`src/logic/mcu_pkg.sv`:
```
/*
  Memory map and register layout of the bus. Word accesses only, the two
  low address bits are ignored everywhere.
*/
package mcu_pkg;

  localparam int ADDR_W = 32;
  localparam int DATA_W = 32;

  // top 4 address bits
  localparam logic [3:0] REGION_RAM    = 4'h0;
  localparam logic [3:0] REGION_PERIPH = 4'h1;

  localparam int RAM_WORDS = 256;
  localparam int RAM_IDX_W = 8;

  // peripheral block, address bits 11..8
  localparam logic [3:0] BLOCK_GPIO = 4'd0;
  localparam logic [3:0] BLOCK_DMA  = 4'd1;

  localparam int NUM_GPIO = 32;

  localparam logic [5:0] GPIO_OUT        = 6'd0;
  localparam logic [5:0] GPIO_OE         = 6'd1;
  localparam logic [5:0] GPIO_IN         = 6'd2;
  localparam logic [5:0] GPIO_IRQ_EN     = 6'd3;
  localparam logic [5:0] GPIO_IRQ_STATUS = 6'd4;

  localparam logic [5:0] DMA_SRC  = 6'd0;
  localparam logic [5:0] DMA_DST  = 6'd1;
  localparam logic [5:0] DMA_LEN  = 6'd2;
  localparam logic [5:0] DMA_CTRL = 6'd3;

  // start is written and busy is read on the same bit
  localparam int DMA_START = 0;
  localparam int DMA_BUSY  = 0;
  localparam int DMA_DONE  = 1;
  localparam int DMA_ERR   = 2;

  localparam int NUM_INTR  = 2;
  localparam int INTR_GPIO = 0;
  localparam int INTR_DMA  = 1;

  typedef union packed {
    struct packed {
      logic [3:0]                          region;
      logic [ADDR_W-RAM_IDX_W-7:0]         unused;
      logic [RAM_IDX_W-1:0]                idx;
      logic [1:0]                          byte_off;
    } ram;
    struct packed {
      logic [3:0]  region;
      logic [15:0] unused;
      logic [3:0]  block;
      logic [5:0]  reg_off;
      logic [1:0]  byte_off;
    } periph;
  } bus_addr_u;

endpackage

```
`src/logic/bus_arbiter.sv`:
```
/*
  Round-robin arbiter for two Wishbone classic masters (m0 host, m1 DMA).
  The grant stays with a master for as long as it holds cyc.
*/
`timescale 1ns/1ps

module bus_arbiter
  import mcu_pkg::*;
(
  input  logic              clk_i,
  input  logic              rst_i,
  input  logic              m0_cyc_i,
  input  logic              m0_stb_i,
  input  logic              m0_we_i,
  input  logic [ADDR_W-1:0] m0_adr_i,
  input  logic [DATA_W-1:0] m0_dat_i,
  output logic [DATA_W-1:0] m0_dat_o,
  output logic              m0_ack_o,
  output logic              m0_err_o,
  input  logic              m1_cyc_i,
  input  logic              m1_stb_i,
  input  logic              m1_we_i,
  input  logic [ADDR_W-1:0] m1_adr_i,
  input  logic [DATA_W-1:0] m1_dat_i,
  output logic [DATA_W-1:0] m1_dat_o,
  output logic              m1_ack_o,
  output logic              m1_err_o,
  output logic              bus_cyc_o,
  output logic              bus_stb_o,
  output logic              bus_we_o,
  output logic [ADDR_W-1:0] bus_adr_o,
  output logic [DATA_W-1:0] bus_dat_o,
  input  logic [DATA_W-1:0] bus_dat_i,
  input  logic              bus_ack_i,
  input  logic              bus_err_i
);

  logic locked_q;
  // last master that held the bus
  logic owner_q;
  logic owner_cyc;
  logic sel;

  assign owner_cyc = owner_q ? m1_cyc_i : m0_cyc_i;

  always_comb begin
    if (locked_q && owner_cyc) begin
      sel = owner_q;
    end else if (m0_cyc_i && m1_cyc_i) begin
      sel = ~owner_q;
    end else begin
      sel = m1_cyc_i;
    end
  end

  always_ff @(posedge clk_i) begin
    if (rst_i) begin
      locked_q <= 1'b0;
      // host first after reset
      owner_q  <= 1'b1;
    end else begin
      locked_q <= bus_cyc_o;
      if (bus_cyc_o) begin
        owner_q <= sel;
      end
    end
  end

  assign bus_cyc_o = sel ? m1_cyc_i : m0_cyc_i;
  assign bus_stb_o = sel ? m1_stb_i : m0_stb_i;
  assign bus_we_o  = sel ? m1_we_i  : m0_we_i;
  assign bus_adr_o = sel ? m1_adr_i : m0_adr_i;
  assign bus_dat_o = sel ? m1_dat_i : m0_dat_i;

  assign m0_dat_o = sel ? '0 : bus_dat_i;
  assign m0_ack_o = ~sel & bus_ack_i;
  assign m0_err_o = ~sel & bus_err_i;
  assign m1_dat_o = sel ? bus_dat_i : '0;
  assign m1_ack_o = sel & bus_ack_i;
  assign m1_err_o = sel & bus_err_i;

endmodule

```
`config.mk`:
```
export PLATFORM = sky130hd
export DESIGN_NAME = bus_arbiter
export DESIGN_NICKNAME = d
export VERILOG_FILES = /design/src/logic/mcu_pkg.sv /design/src/logic/bus_arbiter.sv
export SDC_FILE = /design/constraint.sdc
export NUM_CORES = 1
export LEC_CHECK = 0
export BUFFER_PORTS_ARGS = -buffer_cell sky130_fd_sc_hd__buf_4
export CAP_MARGIN = 40
export CORE_AREA = 2 2 118 120
export CTS_CLUSTER_SIZE = 30
export DETAILED_ROUTE_END_ITERATION = 8
export DIE_AREA = 0 0 120 122
export HOLD_SLACK_MARGIN = 0.02
export PLACE_DENSITY = 0.46
export SLEW_MARGIN = 0
export SYNTH_ARGS = -nofsm -noshare
export SYNTH_HDL_FRONTEND = slang
export SYNTH_SLANG_ARGS = --single-unit
```
`constraint.sdc`:
```
create_clock -name clk_i -period 1.75 [get_ports clk_i]
set_input_delay 0.175 -clock clk_i [delete_from_list [all_inputs] [get_ports clk_i]]
set_output_delay 0.175 -clock clk_i [all_outputs]
set_load 0.05 [all_outputs]
```
# After elaboration in Yosys (flattened, before gate mapping)
# Cells that the tools add are included.
[classes]
n_bitwise = 6
n_reduce_logical = 2
mux = 10
[op_table]
columns = ["cell", "n"]
rows = [
  ["$mux 32", 4],
  ["$mux 1", 6],
  ["$and 1x1->1", 4],
  ["$logic_and 1x1->1", 2],
  ["$not 1->1", 2],
]
[word_totals]
register_bits = 2

# Logic depth before layout (Yosys ltp)
[logic_depth]
depth_word = 5
mapped_depth = 4
ltp_nobuf = 3

# Worst setup path after synthesis
# OpenSTA, ideal clock, no wires.
[synth_timing]
kind = "reg2out"
startpoint = "register locked_q"
endpoint = "output port bus_adr_o[2]"
stages_incl_launch_ff = 5
path_slack_ps = 72
t_arrival_ps = 1503
t_required_ps = 1575
path_cell_list = "dfxtp_1 -> xnor2_1 -> o21ai_4 -> clkbuf_8 -> mux2_1"
[synth_via]
elab_chain_len = 3
[synth_rtl]
columns = ["item", "line_no", "text"]
rows = [
  ["start, declared", "bus_arbiter.sv:38", "logic locked_q;"],
  ["start signal, assigned", "bus_arbiter.sv:62", "locked_q <= bus_cyc_o;"],
  ["$logic_and 1x1->1", "bus_arbiter.sv:47", "if (locked_q && owner_cyc) begin"],
  ["$mux 1", "bus_arbiter.sv:47", ""],
  ["$mux 32", "bus_arbiter.sv:72", "assign bus_adr_o = sel ? m1_adr_i : m0_adr_i;"],
  ["end, declared", "bus_arbiter.sv:31", "output logic [ADDR_W-1:0] bus_adr_o,"],
]
# Every way passes these cells.

# Worst setup path in the final report
[layout_timing]
startpoint = "register owner_q"
endpoint = "output port bus_dat_o[4]"
[layout_via]
elab_chain_len = 4
[layout_rtl]
columns = ["item", "line_no", "text"]
rows = [
  ["start, declared", "bus_arbiter.sv:40", "logic owner_q;"],
  ["start signal, assigned", "bus_arbiter.sv:64", "owner_q <= sel;"],
  ["$mux 1 / $not 1->1 (equally long branches)", "bus_arbiter.sv:44, bus_arbiter.sv:50", ""],
  ["$logic_and 1x1->1 / $mux 1 (equally long branches)", "bus_arbiter.sv:47, bus_arbiter.sv:49", ""],
  ["$mux 1 (*)", "bus_arbiter.sv:47", ""],
  ["$mux 32 (*)", "bus_arbiter.sv:73", "assign bus_dat_o = sel ? m1_dat_i : m0_dat_i;"],
  ["end, declared", "bus_arbiter.sv:32", "output logic [DATA_W-1:0] bus_dat_o,"],
]
# Every way passes the cells marked *; elsewhere a longest branch is shown, timed or not.

==> metrics.txt <==
DRC=0; largest cells by area after synthesis=mux2_2 50%, and2_1 31%, buf_6 4.1%, mux2_1 4.1%, dfxtp_1 2.9%; crit path DAT=between 1.5 and 2 ns; Hold Path Class=input port to flip-flop; Synthesized Nets=330; first-pass GRT wire length=12320 um; Cell Area, Synth=approximately 1400 um2; compound-cell area share of the yosys netlist=2.978%; worst-margin pin slew=between 0.2 and 0.25 ns; First DRT Iteration DRCs=38; flops & latches, synth=2; dpl cells=635; largest net degree at the start of global routing=between 50 and 60; Worst EP required=between 1.5 and 2 ns; worst setup path class=flip-flop to output port; IO Port Bufs=around 300; post-synth top area share=between 40% and 50%; nets=between 600 and 700; FMAX=around 510 MHz; final WL=between 9000 and 10000 um; Adder-Cell Fraction of Synth Area=0%; Max VDD drop=0.0002035 V; DP HPWL=7093 um; PwrDens=594.3 nW/um2; Clock Power Share=between 10% and 20%; post-synthesis sequential area ratio=2.888%; mean area per synthesized cell=approximately 8.7 um2; worst path cell trace=xnor2_2, o21ai_4, buf_4, clkbuf_16, mux2_2, buf_6; Syn Inst Count=160; vias per cell=~3.8; Core Area=approximately 14000 um2; final setup margin=-0.2031 ns; max-cap violations=0; Hold Fails Final Rpt=0; Routed WL per cell=14.94 um; most common cell after layout, fill and taps aside=buf_4; fin crit period=a little under 2 ns; Area Growth Syn to Fin=239.4%; Total Routing Usage GR=between 10% and 20%; CTS root buf=clkbuf_16; Crit. Startpoint=owner_q$_SDFFE_PP1P_; vias=around 2500; RSZ-0062 raised after global routing=true; largest family of logic cells by synthesized area=multiplexers; combinational cell fraction of total power=between 80% and 90%; CP max stage delay=around 0.35 ns; leakage=between 2 and 2.5 nW; Synth Area in Simple Gates=about a third; die height=122 um; Yosys warning count=0; switching share of power=around half; number of routed nets with antenna violations=0; status=finished with violations; die area=14640 um2; cts bufs inserted=3; starting density of the core=around a tenth; post-route insts no fill=about 650; failing checks=setup timing; register share of total power=1.9%; skew final=between 0.00006 and 0.00007 ns; Psw=between 0.001 and 0.0015 W; clock net sink count=2; Max Buffers Root-to-Sink=2; grt ovf=0; final slew viol count=0; HP Start=rst_i; Die X=about 120 um; vias in the first global route=approximately 2400; CP max stage cell=mux2_2; Final setup violation count=89; post-synthesis mux area share=53.61%; drt pass-1 iters=4; Crit Path Max Fanout=13; Slew HR=approximately 86%; Tcrit/Tclk final=111.6%; Synth Area in XOR/XNOR=less than 1%; commonest cells after routing, fill and taps aside=210 x buf_4, 98 x buf_6, 58 x and2_1; flop2flop setup slack=approximately 0.85 ns; Reg2Reg Launch Point=owner_q$_SDFFE_PP1P_; Clock transition at path regs=~0.030 ns; diodes inserted=0; row count=between 40 and 50; gpl congestion=just under 0.8; design area=about 4700 um2; initial antenna violation count=0; worst skew pair latency=around 0.22 ns; Int Pwr=0.001397 W; Placed Area=between 3000 and 4000 um2; critical path capture point type=output port; count of cell types in the netlist=18; Critical Path Start Type=flip-flop; H-tree depth=1; layout cells sized above 1=between 80% and 90%; CTS tree=built; # IOs=between 300 and 400; leading area contributor after synthesis=mux2_2
==> cell families after synthesis <==
family / Yosys count
and+or+nand+nor: 72
xor gates and xnor gates: 1
buffers and inverters: 14
DFF: 2
AOI/OAI and AO/OA: 5
muxes: 66
==> layout make-up <==
class	count	area, um2
repair buffers	324	2990
fillers	1385	8798
flip-flops and latches	2	42.54
clock buffers	3	75.07
inverters	1	3.754
well taps	180	225.2
multi-input cells	144	1369
==> path summary, 6_finish.rpt <==
| check | to | cells after the start |
|---|---|---|
| hold / removal | locked_q$_SDFF_PP0_ | 2 |
| setup / recovery | bus_dat_o[4] | 6 |
| hold reg to reg | owner_q$_SDFFE_PP1P_ | 2 |
| setup reg to reg | owner_q$_SDFFE_PP1P_ | 3 |
==> state kept, by name, indices dropped and copies added (netlist names) <==
name	count
locked_q	1
owner_q	1
==> power by group through the flow <==
stage                     Combinational [W]  Clock [W]  Sequential (W)
after floorplan                     0.00130          0       0.0000521
after global placement              0.00203          0       0.0000523
after detailed placement            0.00203          0       0.0000526
after CTS                           0.00226   0.000350       0.0000537
after global routing                0.00249   0.000356       0.0000541
final                               0.00240   0.000344       0.0000538
==> per-stage QoR <==
stage	hold slack (ns)	TNS, ns	setup slack (ns)	utilization [%]	total power (W)
after floorplan	0.2466	0	0.07184	-	0.001347
after global placement	0.3449	0	0.02358	28.50	0.002081
after detailed placement	0.3498	0	0.008475	28.50	0.002083
after CTS	0.1142	-13.67	-0.2190	32.75	0.002667
after global routing	0.1162	-19.95	-0.2606	34.85	0.002896
final	0.1141	-12.85	-0.2031	34.85	0.002796
==> cells in the mapped netlist <==
cell	n
dfxtp_1	2
clkbuf_8	1
nand2_1	1
buf_6	5
inv_1	1
and2_1	68
a21oi_1	2
buf_4	1
clkbuf_1	6
o21bai_1	1
or2b_1	1
mux2_2	61
xnor2_1	1
o21ai_4	1
or2_2	1
o21a_1	1
mux2_1	5
nor2b_1	1
==> worst max-delay path: cells and delay by family, from the launching register on <==
family / cells / cell delay, ns
buf+inv: 3 / 0.50
xor+xnor: 1 / 0.16
mux: 1 / 0.35
compound gates: 1 / 0.22
flops: 1 / 0.32
==> per-layer routing <==
layer	wire [um]	global-route usage, %
met2	5374	21.16
met5	0	0
met1	3359	10.51
met3	933	3.043
met4	106	3.162
==> what timing repair did <==
| item | CTS | global route |
|---|---|---|
| hold buffers | 0 | 0 |
| pin swaps | 0 | 2 |
| resized for setup | 109 | 47 |
| endpoints found under the setup margin | 117 | 134 |
| buffers inserted | 5 | 5 |
| gates cloned | 2 | 5 |
(Power assumes the default switching activity.)
