**config.mk**
```make
export PLATFORM = sky130hd
export DESIGN_NAME = bus_decoder
export DESIGN_NICKNAME = d
export VERILOG_FILES = /design/src/logic/mcu_pkg.sv /design/src/logic/bus_decoder.sv
export SDC_FILE = /design/constraint.sdc
export NUM_CORES = 1
export LEC_CHECK = 0
export BUFFER_PORTS_ARGS = -buffer_cell sky130_fd_sc_hd__buf_2
export CAP_MARGIN = 40
export CELL_PAD_IN_SITES_DETAIL_PLACEMENT = 0
export CELL_PAD_IN_SITES_GLOBAL_PLACEMENT = 1
export CORE_MARGIN = 1
export CORE_UTILIZATION = 17
export DETAILED_ROUTE_END_ITERATION = 16
export GPL_TIMING_DRIVEN = 0
export PLACE_DENSITY = 0.92
export SLEW_MARGIN = 0
export SYNTH_ARGS = -nofsm -noshare
export SYNTH_HDL_FRONTEND = slang
export SYNTH_SLANG_ARGS = --single-unit
```
**constraint.sdc**
```tcl
create_clock -name clk_i -period 2.3 [get_ports clk_i]
set_clock_uncertainty 0.05 [all_clocks]
set_input_delay 0.23 -clock clk_i [delete_from_list [all_inputs] [get_ports clk_i]]
set_output_delay 0.23 -clock clk_i [all_outputs]
set_load 0.005 [all_outputs]
```
**src/logic/mcu_pkg.sv**
```systemverilog
/*
  Memory map and register layout of the bus. Word accesses only, the two
  low address bits are ignored everywhere.
*/
package mcu_pkg;

  localparam int ADDR_W = 32;
  localparam int DATA_W = 32;

  // top 4 address bits
  localparam logic [3:0] REGION_RAM    = 4'h0;
  localparam logic [3:0] REGION_PERIPH = 4'h1;

  localparam int RAM_WORDS = 256;
  localparam int RAM_IDX_W = 8;

  // peripheral block, address bits 11..8
  localparam logic [3:0] BLOCK_GPIO = 4'd0;
  localparam logic [3:0] BLOCK_DMA  = 4'd1;

  localparam int NUM_GPIO = 32;

  localparam logic [5:0] GPIO_OUT        = 6'd0;
  localparam logic [5:0] GPIO_OE         = 6'd1;
  localparam logic [5:0] GPIO_IN         = 6'd2;
  localparam logic [5:0] GPIO_IRQ_EN     = 6'd3;
  localparam logic [5:0] GPIO_IRQ_STATUS = 6'd4;

  localparam logic [5:0] DMA_SRC  = 6'd0;
  localparam logic [5:0] DMA_DST  = 6'd1;
  localparam logic [5:0] DMA_LEN  = 6'd2;
  localparam logic [5:0] DMA_CTRL = 6'd3;

  // start is written and busy is read on the same bit
  localparam int DMA_START = 0;
  localparam int DMA_BUSY  = 0;
  localparam int DMA_DONE  = 1;
  localparam int DMA_ERR   = 2;

  localparam int NUM_INTR  = 2;
  localparam int INTR_GPIO = 0;
  localparam int INTR_DMA  = 1;

  typedef union packed {
    struct packed {
      logic [3:0]                          region;
      logic [ADDR_W-RAM_IDX_W-7:0]         unused;
      logic [RAM_IDX_W-1:0]                idx;
      logic [1:0]                          byte_off;
    } ram;
    struct packed {
      logic [3:0]  region;
      logic [15:0] unused;
      logic [3:0]  block;
      logic [5:0]  reg_off;
      logic [1:0]  byte_off;
    } periph;
  } bus_addr_u;

endpackage

```
**src/logic/bus_decoder.sv**
```systemverilog
/*
  Address decoder for the shared bus. Unmapped regions and peripheral
  blocks answer with err one cycle after stb, never with ack.
*/
`timescale 1ns/1ps

module bus_decoder
  import mcu_pkg::*;
(
  input  logic              clk_i,
  input  logic              rst_i,
  input  logic              bus_cyc_i,
  input  logic              bus_stb_i,
  input  logic [ADDR_W-1:0] bus_adr_i,
  output logic [DATA_W-1:0] bus_dat_o,
  output logic              bus_ack_o,
  output logic              bus_err_o,
  output logic              ram_stb_o,
  output logic              gpio_stb_o,
  output logic              dma_stb_o,
  input  logic [DATA_W-1:0] ram_dat_i,
  input  logic              ram_ack_i,
  input  logic [DATA_W-1:0] gpio_dat_i,
  input  logic              gpio_ack_i,
  input  logic [DATA_W-1:0] dma_dat_i,
  input  logic              dma_ack_i
);

  bus_addr_u addr;
  logic      req;
  logic      ram_sel;
  logic      gpio_sel;
  logic      dma_sel;
  logic      unmapped;
  logic      err_q;

  assign addr = bus_adr_i;
  assign req  = bus_cyc_i & bus_stb_i;

  assign ram_sel  = (addr.ram.region == REGION_RAM);
  assign gpio_sel = (addr.periph.region == REGION_PERIPH) && (addr.periph.block == BLOCK_GPIO);
  assign dma_sel  = (addr.periph.region == REGION_PERIPH) && (addr.periph.block == BLOCK_DMA);
  assign unmapped = req & ~(ram_sel | gpio_sel | dma_sel);

  assign ram_stb_o  = req & ram_sel;
  assign gpio_stb_o = req & gpio_sel;
  assign dma_stb_o  = req & dma_sel;

  // same one-cycle pulse as the slaves' ack
  always_ff @(posedge clk_i) begin
    if (rst_i) begin
      err_q <= 1'b0;
    end else begin
      err_q <= unmapped & ~err_q;
    end
  end

  // address is held by the master until the response
  always_comb begin
    if (ram_sel) begin
      bus_dat_o = ram_dat_i;
    end else if (gpio_sel) begin
      bus_dat_o = gpio_dat_i;
    end else if (dma_sel) begin
      bus_dat_o = dma_dat_i;
    end else begin
      bus_dat_o = '0;
    end
  end

  assign bus_ack_o = ram_ack_i | gpio_ack_i | dma_ack_i;
  assign bus_err_o = err_q;

endmodule

```
== Word level (Yosys, flattened, before mapping) ==
Cells that the tools add are included.
Widths: inputs -> output; s select.

* Flip-flop bits (word level): 1
* Input port bits: 135
* Word-level logic and storage cells: 22

* Equality and inequality tests: 2
* Multiplexer cells: 3
* Bitwise gates (word level): 12
* Reductions and logical operators: 4

{| class="wikitable"
|+ Operators by type and width
! cell !! number
|-
| $mux 32 || 3
|-
| $eq 4x1->1 const B || 2
|-
| $logic_not 4->1 || 2
|-
| $and 1x1->1 || 6
|-
| $or 1x1->1 || 4
|-
| $logic_and 1x1->1 || 2
|-
| $not 1->1 || 2
|}

== Depth between registers and ports, before layout ==
* Depth after elaboration: 7
* Depth in mapped cells: 5

== Least setup slack after synthesis ==
OpenSTA, ideal clock, no wires.

* Path kind: input -> output
* From: input port bus_adr_i[8]
* To: output port bus_dat_o[0]
* Arrival: 1.112 ns
* Path slack: 0.908 ns
* Stages: 5
* Buffers on the path: 2
* Cell sequence: buf_2 buf_2 mux2_1 a21oi_1 nor2_1

* Longest elaborated chain between the ends: 5

{| class="wikitable"
|+ Ends and longest elaborated chain
! item !! RTL line !! RTL
|-
| from (decl) || bus_decoder.sv:14 || <nowiki>input logic [ADDR_W-1:0] bus_adr_i,</nowiki>
|-
| $eq 4x1->1 || bus_decoder.sv:42 || <nowiki>assign dma_sel = (addr.periph.region == REGION_PERIPH) && (addr.periph.block == BLOCK_DMA);</nowiki>
|-
| $logic_and 1x1->1 || bus_decoder.sv:42 ||
|-
| $mux 32 || bus_decoder.sv:64 || <nowiki>end else if (dma_sel) begin</nowiki>
|-
| $mux 32 * || bus_decoder.sv:62 || <nowiki>end else if (gpio_sel) begin</nowiki>
|-
| $mux 32 * || bus_decoder.sv:60 || <nowiki>if (ram_sel) begin</nowiki>
|-
| to (decl) || bus_decoder.sv:15 || <nowiki>output logic [DATA_W-1:0] bus_dat_o,</nowiki>
|}

Every way passes the cells marked *; elsewhere a longest branch is shown, timed or not.

== Worst setup path in the final report ==
* From: input port bus_adr_i[31]
* To: output port bus_dat_o[14]

* Longest elaborated chain between the ends: 5

{| class="wikitable"
|+ Ends and longest elaborated chain
! item !! RTL line
|-
| $eq 4x1->1 || bus_decoder.sv:41, bus_decoder.sv:42
|-
| $logic_and 1x1->1 || bus_decoder.sv:42
|-
| $mux 32 || bus_decoder.sv:64
|-
| $mux 32 || bus_decoder.sv:62
|-
| $mux 32 * || bus_decoder.sv:60
|}

Marked as above.

==> results.yml <==
run_status:
  run_status: "completed"
die:
  die_w_um: 79.4
  fp-row-count: 27
  effective_utilization_at_floorplan: 0.181
  core-area_sq_um: 5640
  die-height_um: 79.4
  floorplan.io_pins: 172
  die_area_sq_um: 6300
global_routing:
  globalRouteOverflowTotal: 0
  largest_net_degree_at_the_start_of_global_routing: 11
  vias_in_the_first_global_route: 1409
  first_pass_grt_wire_length_um: 6180
  number_of_antenna_violations_at_the_first_check_in_global_routing: 0
  globalRouteTotalUtil: 0.119
place:
  io_buffer_count: 146
  globalplace.congestion: 0.722
  half_perimeter_wire_length_after_placement_um: 3400
  placed_cells: 372
worst_setup_path:
  critical-path-slowest-cell: "sky130_fd_sc_hd__or3_1"
  r2r_cells: 1
  worst_ep_arrival_time_ns: 1.43
  worst_ep_required_time_ns: 2.02
  reg2reg_setup_slack_ns: 1.62
  crit_start_category: "primary input"
  worst-setup-path-type: "in -> out"
  crit_family: "buffers and inverters"
  rr_startpoint: "bus_err_o"
  cp_common_cell: "sky130_fd_sc_hd__buf_2"
  timing.critical_path.to_type: "output pin"
  critical_path.max_fanout: 10
  largest_stage_delay_on_the_critical_path_ns: 0.36
  cp_cell_sequence: "buf_2, or3_1, clkbuf_2, clkbuf_1, nor2_1, buf_2"
  bufs_and_invs_on_worst_path: 4
  critical_path_depth: 6
  worst_r2r_endpoint: "bus_err_o"
run:
  drv.max_cap_violation_count: 0
sta:
  hold_violations: 0
  sum_neg_setup_slack_ns: 0
  final_max_slew_viol_count: 0
  grt_setup_unrepaired: "false"
  report.final.setup_viol: 0
  actual_slew_at_the_worst_max_slew_pin_ns: 0.448
  clock.fmax_mhz: 583
  maxSlewHeadroom: 0.701
  layout_min_cycle_time_ns: 1.71
  post-route-period-util: 0.745
cts:
  post_cts.resized_instances: 0
  worstSkewPairLatency_ns: 0
  ctsHoldBuffers: 0
  cts.reportedPaths.clkPinSlew_ns: 0
  post-cts-setup-buffer-count: 0
yosys:
  post-synth-top-area-cell: "sky130_fd_sc_hd__mux2_1"
  synth.area.top_cells: "sky130_fd_sc_hd__mux2_1 35%, sky130_fd_sc_hd__nor2b_1 17%, sky130_fd_sc_hd__a21oi_1 16%"
  syn_inst: 154
  synth-warning-count: 0
  synth_cell_type_count: 16
  synth_fp_nets: 289
  yosys_top_cell_area_share: 0.354
  postSynthRegisterBits: 1
  synth_sequential_area_ratio: 0.0197
  mappedNetlistArea_sq_um: 1020
  syn-mean-instance-area_sq_um: 6.61
route:
  route.antenna.remaining_nets: 0
  totalWireLength_um: 4030
  route.vias.total: 1606
  post_drt_via_cell_ratio: 4.32
  drt_pass1_iterations: 4
  post_drt_wl_per_cell_um: 10.8
  drt_iter0_markers: 26
  detail_route.drc_violations: 0
final_layout:
  finish.net_count: 437
  fill_cells: 613
  drive_gt1_frac: 0.530
  max_ffs_per_register: 1
  final_common_cell: "sky130_fd_sc_hd__buf_2"
  n_diodes: 0
  fin_cells: 372
  highest_count_cells_in_the_layout_ignoring_fill_and_taps: "156 x sky130_fd_sc_hd__buf_2, 33 x sky130_fd_sc_hd__a21oi_1, 32 x sky130_fd_sc_hd__mux2_1, 32 x sky130_fd_sc_hd__nor2_1, 28 x sky130_fd_sc_hd__nor2b_1"
  syn_to_final_growth_pct: 80.6
hold_path:
  holdCritPathClass: "in -> reg"
  min-delay-start: "rst_i"
  worst_hold_path.num_cells: 2
  hold-path-endpoint: "bus_err_o"
power_and_ir_drop:
  irDropWorstVdd_mv: 0.0547
  power_leakage_nw: 0.997
  power.density_cell_area_nw_per_um2: 135
## layout make-up
cell class / count / area (sq um) / area share
multi-input combinational: 138 / 928 / 0.505
timing repair buffer: 146 / 731 / 0.397
tap: 72 / 90.1 / 0.0490
buffer: 14 / 66.3 / 0.0361
sequential: 1 / 20.0 / 0.0109
inverter: 1 / 3.75 / 0.00204
## worst max-delay path by stage
stage                  startpoint            end  slack [ns]
global placement    bus_adr_i[31]   bus_dat_o[9]        0.56
floorplan            bus_adr_i[8]   bus_dat_o[0]        0.91
global route        bus_adr_i[28]  bus_dat_o[14]        0.44
finish              bus_adr_i[31]  bus_dat_o[14]        0.59
CTS                  bus_adr_i[8]   bus_dat_o[8]        0.57
detailed placement   bus_adr_i[8]   bus_dat_o[8]        0.57
## synth_stat cells
| library cell | instances |
|---|---|
| sky130_fd_sc_hd__a21oi_1 | 33 |
| sky130_fd_sc_hd__mux2_1 | 32 |
| sky130_fd_sc_hd__nor2_1 | 32 |
| sky130_fd_sc_hd__nor2b_1 | 28 |
| sky130_fd_sc_hd__buf_2 | 10 |
| sky130_fd_sc_hd__and2b_1 | 4 |
| sky130_fd_sc_hd__clkbuf_1 | 3 |
| sky130_fd_sc_hd__nor4_1 | 3 |
| sky130_fd_sc_hd__or3_1 | 2 |
| sky130_fd_sc_hd__clkbuf_2 | 1 |
| sky130_fd_sc_hd__clkinv_1 | 1 |
| sky130_fd_sc_hd__dfxtp_1 | 1 |
| sky130_fd_sc_hd__nand2_1 | 1 |
| sky130_fd_sc_hd__nor3_1 | 1 |
| sky130_fd_sc_hd__nor4b_4 | 1 |
| sky130_fd_sc_hd__or4b_4 | 1 |
## report_power, final
group	internal [mW]	switching, mW	total (mW)
Sequential	0.0184	0.000360	0.0188
Combinational	0.135	0.0947	0.230
Clock	0	0	0
Total	0.154	0.0951	0.249
## kinds of logic after synthesis
logic type / count (synthesis) / synth area share
muxes: 32 / 0.354
buffers and inverters: 15 / 0.0688
AOI/OAI and AO/OA: 33 / 0.162
DFF: 1 / 0.0197
and+or+nand+nor: 73 / 0.396
## layer usage
metal  part of all wire  global-route usage
met5                  0                   0
met4              0.011              0.0164
met3              0.077              0.0114
met2               0.51               0.241
met1               0.40               0.134
## through the flow
step / total power [mW] / hold WS [ns] / instance area [sq um] / utilization / worst slack [ns]
2_1_floorplan: 0.132 / 0.259 / 1020 / - / 0.908
3_3_place_gp: 0.248 / 0.347 / 1840 / 0.326 / 0.560
3_5_place_dp: 0.252 / 0.357 / 1840 / 0.326 / 0.569
4_1_cts: 0.253 / 0.357 / 1840 / 0.326 / 0.566
5_1_grt: 0.279 / 0.370 / 1840 / 0.326 / 0.437
6_report: 0.249 / 0.353 / 1840 / 0.326 / 0.586
Power figures use the tool's default switching activity.
