## src/logic/mcu_pkg.sv

```systemverilog
/*
  Memory map and register layout of the bus. Word accesses only, the two
  low address bits are ignored everywhere.
*/
package mcu_pkg;

  localparam int ADDR_W = 32;
  localparam int DATA_W = 32;

  // top 4 address bits
  localparam logic [3:0] REGION_RAM    = 4'h0;
  localparam logic [3:0] REGION_PERIPH = 4'h1;

  localparam int RAM_WORDS = 256;
  localparam int RAM_IDX_W = 8;

  // peripheral block, address bits 11..8
  localparam logic [3:0] BLOCK_GPIO = 4'd0;
  localparam logic [3:0] BLOCK_DMA  = 4'd1;

  localparam int NUM_GPIO = 32;

  localparam logic [5:0] GPIO_OUT        = 6'd0;
  localparam logic [5:0] GPIO_OE         = 6'd1;
  localparam logic [5:0] GPIO_IN         = 6'd2;
  localparam logic [5:0] GPIO_IRQ_EN     = 6'd3;
  localparam logic [5:0] GPIO_IRQ_STATUS = 6'd4;

  localparam logic [5:0] DMA_SRC  = 6'd0;
  localparam logic [5:0] DMA_DST  = 6'd1;
  localparam logic [5:0] DMA_LEN  = 6'd2;
  localparam logic [5:0] DMA_CTRL = 6'd3;

  // start is written and busy is read on the same bit
  localparam int DMA_START = 0;
  localparam int DMA_BUSY  = 0;
  localparam int DMA_DONE  = 1;
  localparam int DMA_ERR   = 2;

  localparam int NUM_INTR  = 2;
  localparam int INTR_GPIO = 0;
  localparam int INTR_DMA  = 1;

  typedef union packed {
    struct packed {
      logic [3:0]                          region;
      logic [ADDR_W-RAM_IDX_W-7:0]         unused;
      logic [RAM_IDX_W-1:0]                idx;
      logic [1:0]                          byte_off;
    } ram;
    struct packed {
      logic [3:0]  region;
      logic [15:0] unused;
      logic [3:0]  block;
      logic [5:0]  reg_off;
      logic [1:0]  byte_off;
    } periph;
  } bus_addr_u;

endpackage

```

## src/logic/dma_engine.sv

```systemverilog
/*
  Word-copy DMA. Copies LEN words from SRC to DST in ascending order and
  frees the bus between words. A bus error ends the copy with DONE and ERR.
*/
`timescale 1ns/1ps

module dma_engine
  import mcu_pkg::*;
(
  input  logic              clk_i,
  input  logic              rst_i,
  input  logic              stb_i,
  input  logic              we_i,
  input  logic [ADDR_W-1:0] adr_i,
  input  logic [DATA_W-1:0] dat_i,
  output logic [DATA_W-1:0] dat_o,
  output logic              ack_o,
  output logic              m_cyc_o,
  output logic              m_stb_o,
  output logic              m_we_o,
  output logic [ADDR_W-1:0] m_adr_o,
  output logic [DATA_W-1:0] m_dat_o,
  input  logic [DATA_W-1:0] m_dat_i,
  input  logic              m_ack_i,
  input  logic              m_err_i,
  output logic              irq_o
);

  bus_addr_u         addr;
  logic              ack_q;
  logic              wr;
  logic [DATA_W-1:0] rdata_q;
  logic [DATA_W-1:0] ctrl_rd;
  logic [ADDR_W-1:0] src_q;
  logic [ADDR_W-1:0] dst_q;
  logic [DATA_W-1:0] len_q;
  logic              busy_q;
  logic              done_q;
  logic              err_q;
  logic              wr_phase_q;
  logic              gap_q;
  logic [DATA_W-1:0] buf_q;

  assign addr = adr_i;
  assign wr   = stb_i & we_i & ~ack_q;

  always_ff @(posedge clk_i) begin
    if (rst_i) begin
      ack_q      <= 1'b0;
      src_q      <= '0;
      dst_q      <= '0;
      len_q      <= '0;
      busy_q     <= 1'b0;
      done_q     <= 1'b0;
      err_q      <= 1'b0;
      wr_phase_q <= 1'b0;
      gap_q      <= 1'b0;
    end else begin
      ack_q <= stb_i & ~ack_q;
      gap_q <= 1'b0;
      if (busy_q && !gap_q) begin
        if (m_err_i) begin
          busy_q     <= 1'b0;
          done_q     <= 1'b1;
          err_q      <= 1'b1;
          wr_phase_q <= 1'b0;
        end else if (m_ack_i) begin
          wr_phase_q <= ~wr_phase_q;
          if (wr_phase_q) begin
            src_q <= src_q + 4;
            dst_q <= dst_q + 4;
            len_q <= len_q - 1;
            if (len_q == 1) begin
              busy_q <= 1'b0;
              done_q <= 1'b1;
            end else begin
              // drop cyc for a cycle so the host can get in
              gap_q <= 1'b1;
            end
          end
        end
      end
      if (wr && !busy_q) begin
        case (addr.periph.reg_off)
          DMA_SRC: src_q <= dat_i;
          DMA_DST: dst_q <= dat_i;
          DMA_LEN: len_q <= dat_i;
          default: ;
        endcase
      end
      if (wr && addr.periph.reg_off == DMA_CTRL) begin
        if (dat_i[DMA_DONE]) begin
          done_q <= 1'b0;
          err_q  <= 1'b0;
        end
        if (dat_i[DMA_START] && !busy_q) begin
          done_q <= (len_q == 0);
          err_q  <= 1'b0;
          busy_q <= (len_q != 0);
        end
      end
    end
  end

  // read data of the current word
  always_ff @(posedge clk_i) begin
    if (busy_q && !wr_phase_q && m_ack_i) begin
      buf_q <= m_dat_i;
    end
  end

  always_comb begin
    ctrl_rd           = '0;
    ctrl_rd[DMA_BUSY] = busy_q;
    ctrl_rd[DMA_DONE] = done_q;
    ctrl_rd[DMA_ERR]  = err_q;
  end

  always_ff @(posedge clk_i) begin
    if (stb_i) begin
      case (addr.periph.reg_off)
        DMA_SRC:  rdata_q <= src_q;
        DMA_DST:  rdata_q <= dst_q;
        DMA_LEN:  rdata_q <= len_q;
        DMA_CTRL: rdata_q <= ctrl_rd;
        default:  rdata_q <= '0;
      endcase
    end
  end

  assign dat_o   = rdata_q;
  assign ack_o   = ack_q;
  assign m_cyc_o = busy_q & ~gap_q;
  assign m_stb_o = busy_q & ~gap_q;
  assign m_we_o  = wr_phase_q;
  assign m_adr_o = wr_phase_q ? dst_q : src_q;
  assign m_dat_o = buf_q;
  assign irq_o   = done_q;

endmodule

```

## config.mk

```make
export PLATFORM = sky130hd
export DESIGN_NAME = dma_engine
export DESIGN_NICKNAME = d
export VERILOG_FILES = /design/src/logic/mcu_pkg.sv /design/src/logic/dma_engine.sv
export SDC_FILE = /design/constraint.sdc
export NUM_CORES = 1
export LEC_CHECK = 0
export BUFFER_PORTS_ARGS = -buffer_cell sky130_fd_sc_hd__buf_2
export CAP_MARGIN = 15
export CORE_UTILIZATION = 40
export DETAILED_ROUTE_END_ITERATION = 12
export SETUP_SLACK_MARGIN = 0.3
export SKIP_CTS_REPAIR_TIMING = 1
export SLEW_MARGIN = 30
export SYNTH_ARGS = -nofsm -noshare
export SYNTH_HDL_FRONTEND = slang
export SYNTH_SLANG_ARGS = --single-unit
```

## constraint.sdc

```tcl
create_clock -name clk_i -period 3 [get_ports clk_i]
set_clock_uncertainty 0.15 [all_clocks]
set_input_delay 0.3 -clock clk_i [delete_from_list [all_inputs] [get_ports clk_i]]
set_output_delay 0.3 -clock clk_i [all_outputs]
set_load 0.02 [all_outputs]
```

# ---- Word-level counts from Yosys, hierarchy flattened
# Cells that the tools add are included.
# W data, S select, Z words.
dict set report word_totals {
  register_bits 166
  wordCells 85
}
dict set report op_classes {
  n_addsub 3
  eq_ne 4
  n_mux 43
  bitwise_logic 9
  reduce_logical 15
}
# operator count
set ops {}
lappend ops {{$mux W32} 19}
lappend ops {{$pmux W32 S4} 1}
lappend ops {{$add A32 B3 Y32 const B} 2}
lappend ops {{$eq A32 B1 Y1 const B} 1}
lappend ops {{$logic_not A32 Y1} 1}
lappend ops {{$reduce_bool A32 Y1} 1}
lappend ops {{$sub A32 B1 Y32 const B} 1}
lappend ops {{$mux W1} 23}
lappend ops {{$eq A6 B2 Y1 const B} 2}
lappend ops {{$eq A6 B1 Y1 const B} 1}
lappend ops {{$logic_and A1 B1 Y1} 6}
lappend ops {{$logic_not A6 Y1} 1}
lappend ops {{$not A1 Y1} 5}
lappend ops {{$reduce_or A5 Y1} 1}
lappend ops {{$and A1 B1 Y1} 4}
lappend ops {{$logic_not A1 Y1} 3}
lappend ops {{$reduce_and A2 Y1} 1}
lappend ops {{$reduce_bool A2 Y1} 1}

# ---- Logic depth before layout (Yosys ltp)
dict set report logic_depth {
  word_depth 9
  ltp_mapped 7
  mapped_depth_nobuf 6
}

# ---- Least setup slack after synthesis
# Ideal clock, no wire load.
dict set report synth_timing {
  path_kind {register to register}
  from {register len_q[12]}
  to {register len_q[30]}
  setup_ps 130
  arrival_time_ps 2211
  required_ps 2720
  slack_ps 510
  path_stages_with_launch 8
  n_path_buf 2
  period_less_slack_ps 2490
  cell_sequence {dfxtp_1 -> or4_4 -> or4b_4 -> buf_6 -> buf_12 -> nor4_2 -> mux2i_1 -> nor3_2}
}
dict set report synth_between {
  elab_chain_cells 7
}
# item line_no
set synth_lines {}
lappend synth_lines {{start: declaration} dma_engine.sv:36} ;# logic [DATA_W-1:0] len_q;
lappend synth_lines {{start signal: assignment} dma_engine.sv:72} ;# len_q <= len_q - 1;
lappend synth_lines {{start signal: assignment} dma_engine.sv:87} ;# DMA_LEN: len_q <= dat_i;
lappend synth_lines {{$sub A32 B1 Y32 *} dma_engine.sv:72}
lappend synth_lines {{$mux W32 *} dma_engine.sv:69} ;# if (wr_phase_q) begin
lappend synth_lines {{$mux W32 *} dma_engine.sv:67} ;# end else if (m_ack_i) begin
lappend synth_lines {{$mux W32 *} dma_engine.sv:62} ;# if (m_err_i) begin
lappend synth_lines {{$mux W32 *} dma_engine.sv:61} ;# if (busy_q && !gap_q) begin
lappend synth_lines {{$mux W32} dma_engine.sv:84} ;# case (addr.periph.reg_off)
lappend synth_lines {{$mux W32 *} dma_engine.sv:83} ;# if (wr && !busy_q) begin
# Mark *: on every way between the ends. The rest lies on a longest branch, timed or not.
# A chain may end at the register's enable or synchronous reset.

# ---- Worst setup path in the final report
dict set report layout_timing {
  from {register len_q[17]}
  to {register busy_q}
}
dict set report layout_between {
  elab_chain_cells 8
  word_cells_on_any_way 9
}
# item line_no
set layout_lines {}
lappend layout_lines {{$eq A32 B1 Y1} dma_engine.sv:73} ;# if (len_q == 1) begin
lappend layout_lines {{$mux W1} dma_engine.sv:73}
lappend layout_lines {{$mux W1} dma_engine.sv:69}
lappend layout_lines {{$mux W1} dma_engine.sv:67}
lappend layout_lines {{$mux W1} dma_engine.sv:62}
lappend layout_lines {{$mux W1} dma_engine.sv:61}
lappend layout_lines {{$mux W1} dma_engine.sv:96} ;# if (dat_i[DMA_START] && !busy_q) begin
lappend layout_lines {{$mux W1 *} dma_engine.sv:91} ;# if (wr && addr.periph.reg_off == DMA_CTRL) begin
lappend layout_lines {{end signal: assignment} dma_engine.sv:99} ;# busy_q <= (len_q != 0);
lappend layout_lines {{end: declaration} dma_engine.sv:37} ;# logic busy_q;
# Marks and branches as above.

==> impl_metrics.env <==
export IMPL_outcome="completed"
export IMPL_power_mw=4.837
export IMPL_synth_ff_type="dfxtp_1"
export IMPL_p_per_area_nw_per_um2=459.0
export IMPL_critPathArrivalTime_ps=2780
export IMPL_syn_inst=848
export IMPL_clk_latency_ps=430
export IMPL_drt_initial_drc_count=614
export IMPL_async_reset_ff_share_pct=0
export IMPL_dp_slack_ps=386.0
export IMPL_syn_to_final_growth_pct=25.02
export IMPL_path_clk_slew_ps=70
export IMPL_vias_per_cell=5.555
export IMPL_port_buffer_count=176
export IMPL_finalCriticalPeriod_ps=2609
export IMPL_avgSynthCellArea_um2=9.942
export IMPL_crit_start="len_q[17]"
export IMPL_synth_warnings=0
export IMPL_grt_usage_pct=22.51
export IMPL_utilization_pct=51.59
export IMPL_htree_levels=4
export IMPL_wl_per_cell_um=18.66
export IMPL_cts_sinks=166
export IMPL_rows=52
export IMPL_worst_slack_ps=390.6
export IMPL_hpwlAfterDp_um=16580
export IMPL_grt_max_degree=67
export IMPL_rsz0062_at_grt="true"
export IMPL_tns_ps=0
export IMPL_cts_max_path_buffers=2
export IMPL_r2r_start="len_q[17]"
export IMPL_slew_headroom_pct=52.62
export IMPL_ff2ff_path_depth=5
export IMPL_vias=7333
export IMPL_firstDrtPassIters=6
export IMPL_crit_end="busy_q"
export IMPL_setup_violations=0
export IMPL_endpoint_kind="register"
export IMPL_gr_total_overflow=0
export IMPL_yosysUniqueCellTypes=58
export IMPL_r2r_end="busy_q"
export IMPL_io_pins=203
export IMPL_drc_errors=0
export IMPL_cp_data_required_time_ps=3170
export IMPL_core_area_um2=20430
export IMPL_synth_edf_count=64
export IMPL_start_util_pct=41.27
export IMPL_crit_path_start_kind="register"
export IMPL_fmax_mhz=383.2
export IMPL_antenna_found_initial=0
export IMPL_max_vdd_ir_drop_uv=425.6
export IMPL_grt_pass1_wl_um=37820
export IMPL_first_global_vias=6696
export IMPL_place_gp_congestion=0.8181
export IMPL_cts_tree="built"
export IMPL_die_y_um=147.2
export IMPL_worstMarginPinSlew_ps=710.7
export IMPL_ant_nets=0
export IMPL_final_cell_mix="buf_2, nor2_1, dfxtp_1"
export IMPL_critical_path_class="register to register"
export IMPL_hold_viol_final=0
export IMPL_worstPathMaxFanout=5
export IMPL_hp_class="input pin to register"
export IMPL_synth_nets=954
export IMPL_slew_viol_final=0
export IMPL_cap_violations=0
export IMPL_ys_ff_latch=166
export IMPL_yosysSeqAreaShare_pct=47.02
export IMPL_drive_gt1_share_pct=28.38
export IMPL_cts_root_buffer="clkbuf_16"
export IMPL_fin_hold_ws_ps=10.63
export IMPL_cts_buffers=17
export IMPL_nNetsFinal=1143
export IMPL_r2r_slack_ps=390
export IMPL_diodes=0
export IMPL_dieArea_um2=21660
export IMPL_dieWidth_um=147.2
export IMPL_synth_area_um2=8431
export IMPL_mostFrequentLayoutCell="buf_2"
export IMPL_p_leak_nw=4.163
export IMPL_fin_crit_sh_pct=86.98
export IMPL_routed_wl_um=24630
## metrics by stage
step	std cells	instance area [µm²]
2_1_floorplan	848	8431
3_5_place_dp	1254	9595
3_3_place_gp	1254	9595
5_1_grt	1320	10540
6_report	1320	10540
4_1_cts	1286	10200
## Yosys cell counts, drive strengths merged, types with 10 or more instances
| master | count | area (µm²) |
|---|---|---|
| nor2 | 112 | 420.4 |
| dfxtp | 102 | 2042 |
| a211oi | 82 | 620.6 |
| xnor2 | 67 | 586.8 |
| edfxtp | 64 | 1922 |
| clkbuf | 59 | 221.5 |
| inv | 43 | 161.4 |
| nand2 | 35 | 131.4 |
| nor4 | 34 | 296.5 |
| nor3 | 31 | 180.2 |
| mux2 | 30 | 337.8 |
| a222oi | 29 | 290.3 |
| nand4 | 17 | 106.4 |
| nand3 | 16 | 85.08 |
| xor2 | 14 | 122.6 |
| or3 | 10 | 62.56 |
## flip-flops by register name, summed over array words and instances, names as in the netlist
| name | count |
|---|---|
| dat_o | 32 |
| len_q | 32 |
| m_dat_o | 32 |
| dst_q | 32 |
| ack_o | 1 |
| irq_o | 1 |
| src_q | 32 |
| err_q | 1 |
| gap_q | 1 |
| busy_q | 1 |
| m_we_o | 1 |
## worst min path at each step
stage	startpoint	endpoint	slack [ps]	depth (start not counted)
after floorplan	m_dat_i[0]	m_dat_o[0]	250	0
after global placement	ack_o	ack_o	310	1
after detailed placement	ack_o	ack_o	320	1
after CTS	m_dat_i[14]	m_dat_o[14]	-130	1
after global routing	dat_i[1]	dst_q[1]	10	3
final	dat_i[0]	dst_q[0]	10	3
## area by class of cell
| class | instances | area (µm²) |
|---|---|---|
| Timing Repair Buffer | 235 | 1416 |
| Sequential cell | 166 | 3965 |
| Fill cell | 1861 | 9889 |
| Tap cell | 270 | 337.8 |
| Multi-Input combinational cell | 574 | 4059 |
| Clock buffer | 18 | 429.2 |
| Clock inverter | 14 | 171.4 |
| Inverter | 43 | 161.4 |
## kinds of logic (layout without fill, tap and decap cells)
family,Yosys count,after routing,share of synthesized area (%)
muxes,38,38,4.957
DFF,166,166,47.02
and+or+nand+nor,307,307,20.24
AOI/OAI and AO/OA,144,144,13.62
buffers and inverters,108,310,5.150
adders and majority gates,4,4,0.5937
xor gates and xnor gates,81,81,8.415
## metal layers
metal	share of wire (%)	up-vias	track usage (%)
met3	5.7	17	4.130
met1	47	3500	31.61
li1	-	3541	-
met2	46	275	35.12
met4	0.93	0	6.701
met5	0	-	0
## worst max-delay path: stages (launching register included)
cell	delay, ps
dfxtp_1	340
or4_4	580
or4b_1	680
nor4_2	370
a31oi_1	170
o21a_1	200
## power by group
part	switching (mW)	internal, mW
logic	0.138	0.0991
clock network	0.983	1.25
registers	0.0109	2.36
(Power assumes the default switching activity.)
