`src/logic/mcu_pkg.sv`:
```
/*
  Memory map and register layout of the bus. Word accesses only, the two
  low address bits are ignored everywhere.
*/
package mcu_pkg;

  localparam int ADDR_W = 32;
  localparam int DATA_W = 32;

  // top 4 address bits
  localparam logic [3:0] REGION_RAM    = 4'h0;
  localparam logic [3:0] REGION_PERIPH = 4'h1;

  localparam int RAM_WORDS = 256;
  localparam int RAM_IDX_W = 8;

  // peripheral block, address bits 11..8
  localparam logic [3:0] BLOCK_GPIO = 4'd0;
  localparam logic [3:0] BLOCK_DMA  = 4'd1;

  localparam int NUM_GPIO = 32;

  localparam logic [5:0] GPIO_OUT        = 6'd0;
  localparam logic [5:0] GPIO_OE         = 6'd1;
  localparam logic [5:0] GPIO_IN         = 6'd2;
  localparam logic [5:0] GPIO_IRQ_EN     = 6'd3;
  localparam logic [5:0] GPIO_IRQ_STATUS = 6'd4;

  localparam logic [5:0] DMA_SRC  = 6'd0;
  localparam logic [5:0] DMA_DST  = 6'd1;
  localparam logic [5:0] DMA_LEN  = 6'd2;
  localparam logic [5:0] DMA_CTRL = 6'd3;

  // start is written and busy is read on the same bit
  localparam int DMA_START = 0;
  localparam int DMA_BUSY  = 0;
  localparam int DMA_DONE  = 1;
  localparam int DMA_ERR   = 2;

  localparam int NUM_INTR  = 2;
  localparam int INTR_GPIO = 0;
  localparam int INTR_DMA  = 1;

  typedef union packed {
    struct packed {
      logic [3:0]                          region;
      logic [ADDR_W-RAM_IDX_W-7:0]         unused;
      logic [RAM_IDX_W-1:0]                idx;
      logic [1:0]                          byte_off;
    } ram;
    struct packed {
      logic [3:0]  region;
      logic [15:0] unused;
      logic [3:0]  block;
      logic [5:0]  reg_off;
      logic [1:0]  byte_off;
    } periph;
  } bus_addr_u;

endpackage

```
`src/logic/gpio_block.sv`:
```
/*
  32-pin GPIO. Inputs pass a two-flop synchronizer, so GPIO_IN lags the
  pins by two clocks. Status bits are set on rising edges of enabled pins.
*/
`timescale 1ns/1ps

module gpio_block
  import mcu_pkg::*;
(
  input  logic                clk_i,
  input  logic                rst_i,
  input  logic                stb_i,
  input  logic                we_i,
  input  logic [ADDR_W-1:0]   adr_i,
  input  logic [DATA_W-1:0]   dat_i,
  input  logic [NUM_GPIO-1:0] gpio_i,
  output logic [DATA_W-1:0]   dat_o,
  output logic                ack_o,
  output logic [NUM_GPIO-1:0] gpio_o,
  output logic [NUM_GPIO-1:0] gpio_oe_o,
  output logic                irq_o
);

  bus_addr_u           addr;
  logic                ack_q;
  logic                wr;
  logic [DATA_W-1:0]   rdata_q;
  logic [NUM_GPIO-1:0] out_q;
  logic [NUM_GPIO-1:0] oe_q;
  logic [NUM_GPIO-1:0] irq_en_q;
  logic [NUM_GPIO-1:0] status_q;
  logic [NUM_GPIO-1:0] sync1_q;
  logic [NUM_GPIO-1:0] sync2_q;
  logic [NUM_GPIO-1:0] prev_q;
  logic [NUM_GPIO-1:0] clr;

  assign addr = adr_i;
  assign wr   = stb_i & we_i & ~ack_q;
  assign clr  = (wr && addr.periph.reg_off == GPIO_IRQ_STATUS) ? dat_i : '0;

  always_ff @(posedge clk_i) begin
    if (rst_i) begin
      ack_q    <= 1'b0;
      out_q    <= '0;
      oe_q     <= '0;
      irq_en_q <= '0;
      status_q <= '0;
      sync1_q  <= '0;
      sync2_q  <= '0;
      prev_q   <= '0;
    end else begin
      ack_q   <= stb_i & ~ack_q;
      sync1_q <= gpio_i;
      sync2_q <= sync1_q;
      prev_q  <= sync2_q;
      // a new edge wins over a clear in the same cycle
      status_q <= (status_q & ~clr) | (sync2_q & ~prev_q & irq_en_q);
      if (wr) begin
        case (addr.periph.reg_off)
          GPIO_OUT:    out_q    <= dat_i;
          GPIO_OE:     oe_q     <= dat_i;
          GPIO_IRQ_EN: irq_en_q <= dat_i;
          default: ;
        endcase
      end
    end
  end

  always_ff @(posedge clk_i) begin
    if (stb_i) begin
      case (addr.periph.reg_off)
        GPIO_OUT:        rdata_q <= out_q;
        GPIO_OE:         rdata_q <= oe_q;
        GPIO_IN:         rdata_q <= sync2_q;
        GPIO_IRQ_EN:     rdata_q <= irq_en_q;
        GPIO_IRQ_STATUS: rdata_q <= status_q;
        default:         rdata_q <= '0;
      endcase
    end
  end

  assign dat_o     = rdata_q;
  assign ack_o     = ack_q;
  assign gpio_o    = out_q;
  assign gpio_oe_o = oe_q;
  assign irq_o     = |status_q;

endmodule

```
`config.mk`:
```
export PLATFORM = sky130hd
export DESIGN_NAME = gpio_block
export DESIGN_NICKNAME = d
export VERILOG_FILES = /design/src/logic/mcu_pkg.sv /design/src/logic/gpio_block.sv
export SDC_FILE = /design/constraint.sdc
export NUM_CORES = 1
export LEC_CHECK = 0
export BUFFER_PORTS_ARGS = -buffer_cell sky130_fd_sc_hd__buf_2
export CORE_MARGIN = 5
export CORE_UTILIZATION = 35
export CTS_BUF_LIST = sky130_fd_sc_hd__clkbuf_8 sky130_fd_sc_hd__clkbuf_16
export DETAILED_ROUTE_END_ITERATION = 10
export HOLD_SLACK_MARGIN = 0.15
export PLACE_DENSITY_LB_ADDON = 0.15
export SYNTH_ARGS = -nofsm -noshare
export SYNTH_HDL_FRONTEND = slang
export SYNTH_SLANG_ARGS = --single-unit
```
`constraint.sdc`:
```
create_clock -name clk_i -period 2.4 [get_ports clk_i]
set_clock_uncertainty 0.05 [all_clocks]
set_input_delay 0 -clock clk_i [delete_from_list [all_inputs] [get_ports clk_i]]
set_output_delay 0 -clock clk_i [all_outputs]
set_load 0.02 [all_outputs]
```
# After elaboration in Yosys (flattened, before gate mapping)
# Index checks and enable logic that the tools add are counted.
[word_totals]
reg_bits = 257
inputBits = 100
out_inout_bits = 98
word_cells = 31
[op_classes]
eq_ne = 4
n_mux = 2
bitwise = 10
reduce_logical = 6
[op_table]
columns = ["operator", "n"]
rows = [
  ["32-bit case mux with 5 select lines", 1],
  ["32-bit bitwise AND", 3],
  ["32-bit inverter", 2],
  ["32-bit 2-to-1 mux", 1],
  ["32-bit bitwise OR", 1],
  ["32-bit OR reduction", 1],
  ["6-bit by 2-bit == test with 1-bit output (second input constant)", 2],
  ["6-bit by 1-bit == test with 1-bit output (second input constant)", 1],
  ["6-bit by 3-bit == test with 1-bit output (second input constant)", 1],
  ["6-bit logical NOT", 1],
  ["2-bit AND reduction", 3],
  ["1-bit bitwise AND", 3],
  ["1-bit logical AND", 1],
  ["1-bit inverter", 1],
]

# Logic depth before layout (Yosys ltp)
# Gate-level depths: netlist of run 1.
[depth]
word_depth = 7
mapped_depth = 7
mapped_depth_nobuf = 4

# Worst setup path after synthesis of run 1
# No wires, ideal clock.
[synth_path]
kind = "register to register"
from = "register ack_q (netlist: ack_o)"
to = "register out_q[11] (netlist: gpio_o[11])"
setup_ps = 70
t_arrival_ps = 1553
required_time_ps = 2280
path_slack_ps = 726
path_stages_with_launch = 8
path_buffers = 3
synth_period_minus_slack_ps = 1674
cell_sequence = "dfxtp_1 > and3b_1 > clkbuf_1 > and3_1 > clkbuf_1 > clkbuf_1 > nand2_1 > a21oi_1"
[synth_between]
elab_chain_cells = 3
[synth_rtl]
columns = ["element", "line_no", "text"]
rows = [
  ["start: declaration", "gpio_block.sv:25", "logic ack_q;"],
  ["start signal: assignment", "gpio_block.sv:52", "ack_q <= stb_i & ~ack_q;"],
  ["1-bit inverter", "gpio_block.sv:38", "assign wr = stb_i & we_i & ~ack_q;"],
  ["1-bit bitwise AND", "gpio_block.sv:38", ""],
  ["2-bit AND reduction (no source line)", "n/a", ""],
  ["end signal: assignment", "gpio_block.sv:60", "GPIO_OUT: out_q <= dat_i;"],
  ["end: declaration", "gpio_block.sv:28", "logic [NUM_GPIO-1:0] out_q;"],
]
# No other way between the ends.
# A chain may end at the register's enable or synchronous reset.

# Worst setup path in the final report of run 1
[layout_path]
from = "register status_q[31]"
to = "output irq_o"
[layout_between]
elab_chain_cells = 1
[layout_rtl]
columns = ["element", "line_no", "text"]
rows = [
  ["start: declaration", "gpio_block.sv:31", "logic [NUM_GPIO-1:0] status_q;"],
  ["start signal: assignment", "gpio_block.sv:57", "status_q <= (status_q & ~clr) | (sync2_q & ~prev_q & irq_en_q);"],
  ["32-bit OR reduction", "gpio_block.sv:86", "assign irq_o = |status_q;"],
  ["end: declaration", "gpio_block.sv:21", "output logic irq_o"],
]
# No other way between the ends.

==> results of run 1 <==
-- synth_stat cells (all sizes together) --
cell | count | area [µm²]
nor3 | 4 | 35.0
dfxtp | 225 | 4500
nand3b | 33 | 248
nand3 | 10 | 50.1
nor3b | 3 | 27.5
clkbuf | 49 | 184
and2 | 1 | 6.26
nand2 | 258 | 968
or4 | 1 | 7.51
buf | 21 | 143
nor2 | 3 | 11.3
a22oi | 41 | 308
and3b | 1 | 8.76
a222oi | 23 | 230
or3 | 2 | 12.5
nor2b | 96 | 601
a21oi | 128 | 641
edfxtp | 32 | 961
o21ai | 32 | 160
or2 | 1 | 6.26
and3 | 1 | 6.26
nand2b | 1 | 6.26
nor4 | 9 | 56.3
nand4 | 2 | 12.5
-- how the worst max path moves through the flow --
stage                  from       endpoint
2_1_floorplan         ack_o     gpio_o[11]
3_3_place_gp       adr_i[7]      dat_o[30]
3_5_place_dp       adr_i[7]       dat_o[6]
4_1_cts            adr_i[5]  gpio_oe_o[13]
5_1_grt            adr_i[5]  gpio_oe_o[13]
6_report       status_q[31]          irq_o
-- metal layers --
| metal | vias to the layer above | part of all wire, % |
|---|---|---|
| met2 | 254 | 47 |
| met3 | 32 | 6.3 |
| met4 | 0 | 1.4 |
| met5 | - | 0 |
| li1 | 3852 | - |
| met1 | 3733 | 46 |
-- stage by stage --
stage,instance area [µm²],total power [mW],util (%),worst slack (ns),hold WS (ns)
final,12200,8.77,46.8,0.149,0.171
after global routing,12200,9.09,46.8,0.0606,0.193
after CTS,12100,8.85,46.7,0.0674,0.150
after detailed placement,10400,4.92,40.2,0.478,0.163
after global placement,10400,4.92,40.2,0.454,0.162
after floorplan,9190,4.72,-,0.726,0.0625
-- what timing repair did --
action                                 CTS  global route
setup endpoints to repair                0             5
hold buffers                            88             0
gates resized for setup                  0             2
endpoints found under the hold margin  197             0
-- where the power goes --
part	switching (mW)	internal (mW)	total, mW
registers	0.0335	4.44	4.47
logic	0.247	0.216	0.463
clock network	1.63	2.20	3.84
-- logic make-up (layout without fill, tap and decap cells) --
kind of cell | count (synthesis) | in the layout | synth area share, %
AO/OA/AOI/OAI | 224 | 224 | 14.6
other | 0 | 1 | 0
buffers and inverters | 70 | 335 | 3.55
AND/OR/NAND/NOR | 426 | 426 | 22.4
flip-flops | 257 | 257 | 59.4
-- worst max-delay path, delay by kind of cell (launching register included) --
kind	cells	cell delay, ns
simple gates	3	1.16
buf+inv	1	0.17
flops	1	0.34
-- state kept, by name, summed over array words and instances (netlist names) --
register,count
sync1_q,32
dat_o,32
gpio_oe_o,32
sync2_q,32
prev_q,32
irq_en_q,32
status_q,32
ack_o,1
gpio_o,32
-- final cells by class --
| class | instances | area, µm² |
|---|---|---|
| Timing Repair Buffer | 287 | 1990 |
| Clock buffer | 33 | 758 |
| Sequential cell | 257 | 5470 |
| Antenna cell | 1 | 2.50 |
| Fill cell | 2492 | 13800 |
| Tap cell | 335 | 419 |
| Multi-Input combinational cell | 650 | 3460 |
| Clock inverter | 15 | 58.8 |
==> impl_metrics.toml, run 1 <==
[global_routing]
grt_max_degree = 98
grt-ovfl-total = 0
grt_use_met3_pct = 2.51
grt_first_pass_wirelength_um = 43800
antenna_found_initial = 1
met1_usage_pct = 26.5
grt_pass1_vias = 7635
use_met2_pct = 31.1
grt_util_all_layers_pct = 18.7
grt.busiest_layer = "met2"

[cts]
ctsRootBufferMaster = "clkbuf_16"
clk_pin_slew_ns = 0.06
insertion_delay_ns = 0.52
cts_setup_buffers = 0
cts.sinks = 257
numCtsBuffers = 27
htreeDepth = 1
cts_buffer_depth = 3
cts_tree = "yes"

[critical_path]
rr_endpoint = "gpio_oe_o[13]"
cp_slowest_cell = "nor4_1"
worstPathArrival_ns = 2.20
critPathKind = "flop to output port"
r2r_cells = 6
r2r_slack_ns = 0.28
max_stage_delay_ns = 0.62
r2r-start = "ack_o"
endpoint_kind = "output port"
cp_cell_sequence = "nor4_1, nand4_1, or2_2, buf_2"
cp.required_ns = 2.35
path_max_fanout = 3
cp-start-kind = "flop"

[yosys]
synth-seq-cells = 257
synth_nets = 1077
synth_cells = 977
netlist_area_um2 = 9190
yosysWarnings = 0
synth.distinct_cells = 27
ys_seq_area_share_pct = 59.4
avgSynthCellArea_um2 = 9.41

[floorplanning]
num_rows = 59
initial_core_util_pct = 35.4
fp.dieW_um = 172
core_um2 = 26000
io_pins = 198
die_h_um = 172
dieArea_um2 = 29600

[status]
status = "complete, no violations"

[hold_path]
worstHoldPathCells = 6
worstHoldPathType = "input pin to flop"
min_from = "adr_i[7]"
min_to = "gpio_o[20]"

[finish]
final_cell_mix = "258 x nand2_1, 225 x dfxtp_1, 170 x buf_2"
layout_commonest_cell = "nand2_1"
stdcell_count = 1578
nNetsFinal = 1323
area_growth_pct = 32.2
drive_above_1_share_pct = 19.9

[routing]
drt-pass1-iter-count = 6
vias = 7871
drt-total-wl_um = 28500
wl_per_cell_um = 18.0
ant_nets = 0
routed_via_density = 4.99
drcViolationCount = 0
drt_first_iter_violations = 776

[sta]
tns_ns = 0
period_needed_ns = 2.25
timing.fmax_mhz = 444
max_slew_margin_pct = 54.8
post-route-period-util_pct = 93.8
worst_pin_slew_ns = 0.671
hold_violations = 0
rsz0062_at_grt = "false"
drv_slew = 0
setup_viol = 0

[place]
port_buffers = 171
gp_congestion = 0.755
place.detailed.instances = 1441
dp_hpwl_um = 18100

[run]
drv_cap = 0

[power_and_ir_drop]
power.leakage_nw = 4.80
power.density_nw_per_um2 = 722
ir_worst_vdd_v = 0.000470
No activity file was read; power rests on OpenSTA's default activity.
==> run 2, diff against run 1 <==
--- a/config.mk
+++ b/config.mk
@@ -7,7 +7,7 @@
 export LEC_CHECK = 0
 export BUFFER_PORTS_ARGS = -buffer_cell sky130_fd_sc_hd__buf_2
 export CORE_MARGIN = 5
-export CORE_UTILIZATION = 35
+export CORE_UTILIZATION = 45
 export CTS_BUF_LIST = sky130_fd_sc_hd__clkbuf_8 sky130_fd_sc_hd__clkbuf_16
 export DETAILED_ROUTE_END_ITERATION = 10
 export HOLD_SLACK_MARGIN = 0.15
==> run 2 against run 1 <==
Compared with the run above: via count increased by 1.5%; first-iteration DRC count decreased by 4.4%; sequential cell count unchanged; clock power increased by 5.5%; sequential share of layout area increased by 0.12 points; setup slack got worse by 0.10 ns; die area decreased by 21%.
==> impl_metrics.toml, run 2 (synthesis gave the netlist of run 1 again) <==
[status]
status = "complete, no violations"

[critical_path]
cp_cell_sequence = "and3b_2, and3_4, buf_6, nand2_1, dlygate4sd3_1, a21oi_2, dlygate4sd3_1"
crit_top_cell = "dlygate4sd3_1"
path_max_fanout = 4
r2r_slack_ns = 0.05
critPathKind = "flop to flop"
worstPathArrival_ns = 2.77
cp-start-kind = "flop"
cp.required_ns = 2.81
r2r-start = "ack_o"
r2r_cells = 7
rr_endpoint = "gpio_o[19]"
endpoint_kind = "flop"
max_stage_delay_ns = 0.59
cp_slowest_cell = "dlygate4sd3_1"

[hold_path]
worstHoldPathType = "input pin to flop"
worstHoldPathCells = 3
min_from = "gpio_i[18]"
min_to = "sync1_q[18]"

[place]
port_buffers = 171
gp_congestion = 0.779
placed_cell_area_um2 = 10400
dp_hpwl_um = 17000
place.detailed.instances = 1378

[floorplanning]
io_pins = 198
initial_core_util_pct = 45.6
die_h_um = 153
num_rows = 52
fp.dieW_um = 153
core_um2 = 20200
dieArea_um2 = 23400

[power_and_ir_drop]
ir_worst_vdd_v = 0.000533
power.density_nw_per_um2 = 740
fin_total_pwr_mw = 8.98
power.leakage_nw = 4.82

[global_routing]
met1_usage_pct = 32.3
grt_max_degree = 86
grt-ovfl-total = 0
grt_first_pass_wirelength_um = 43200
grt.busiest_layer = "met2"
grt_pass1_vias = 7559
antenna_found_initial = 0
grt_use_met3_pct = 4.07
grt_util_all_layers_pct = 22.8
use_met2_pct = 37.0

[sta]
setup_viol = 0
drv_slew = 0
hold_violations = 0
timing.fmax_mhz = 425
rsz0062_at_grt = "false"
worst_pin_slew_ns = 0.912
max_slew_margin_pct = 39.2
post-route-period-util_pct = 98.1
period_needed_ns = 2.35
tns_ns = 0
holdWs_ns = 0.162

[finish]
multi_input_area_um2 = 3460
seq_area_um2 = 5470
stdcell_count = 1513
drive_above_1_share_pct = 20.6
diodes = 0
layout_commonest_cell = "nand2_1"
fillCellCount = 1754
area_growth_pct = 31.9
nNetsFinal = 1323
stdcell_area_um2 = 12100
final_cell_mix = "258 x nand2_1, 224 x dfxtp_1, 170 x buf_2"

[cts]
htreeDepth = 1
clk_pin_slew_ns = 0.06
numCtsBuffers = 26
insertion_delay_ns = 0.52
cts_buffer_depth = 3
ctsRootBufferMaster = "clkbuf_16"
cts_tree = "yes"
cts.sinks = 257

[run]
drv_cap = 0

[routing]
wl_per_cell_um = 18.1
routed_via_density = 5.28
vias = 7989
drt-total-wl_um = 27400
ant_nets = 0
drt_first_iter_violations = 742
drt-pass1-iter-count = 6
drcViolationCount = 0
run 2: worst max path at each step:
stage / from / endpoint / slack, ns / cells past startpoint
6_report: ack_o / gpio_o[19] / 0.05 / 7
5_1_grt: ack_o / gpio_o[19] / 0.004 / 7
4_1_cts: ack_o / gpio_o[15] / 0.06 / 7
3_5_place_dp: adr_i[7] / irq_en_q[4] / 0.32 / 6
3_3_place_gp: adr_i[7] / irq_en_q[9] / 0.35 / 6
2_1_floorplan: ack_o / gpio_o[11] / 0.73 / 7
run 2: metrics by stage:
| step | setup WS [ns] | util [%] |
|---|---|---|
| 5_1_grt | 0.00385 | 60.1 |
| 4_1_cts | 0.0562 | 60.0 |
| 3_3_place_gp | 0.345 | 51.4 |
| 3_5_place_dp | 0.321 | 51.4 |
| 2_1_floorplan | 0.726 | - |
| 6_report | 0.0462 | 60.1 |
run 2: cell type report:
type	instances	share of cell area, %
sequential	257	45.1
multi-input combinational	650	28.5
clock buffer	36	6.59
clock inverter	12	0.660
timing repair buffer	288	16.4
tap	270	2.79
run 2: what timing repair did:
action	CTS	global route
resized for setup	0	4
endpoints found under the setup margin	0	2
endpoints found under the hold margin	204	0
hold buffers	86	0
buffers inserted	0	1
run 2: report_power, final:
part,internal (mW),switching (mW)
logic,0.213,0.244
clock network,2.42,1.64
registers,4.44,0.0359
total,7.06,1.91
run 2: critical path: cells and delay by family, from the launching register on:
family | cells | cell delay, ns
DFF | 1 | 0.33
buffers and inverters | 3 | 1.25
and+or+nand+nor | 3 | 0.52
AOI/OAI and AO/OA | 1 | 0.14
run 2: per-layer routing:
metal	vias to the layer above	wire [µm]
li1	3849	-
met1	3786	12000
met2	317	12800
met3	37	2160
met4	0	472
met5	-	0
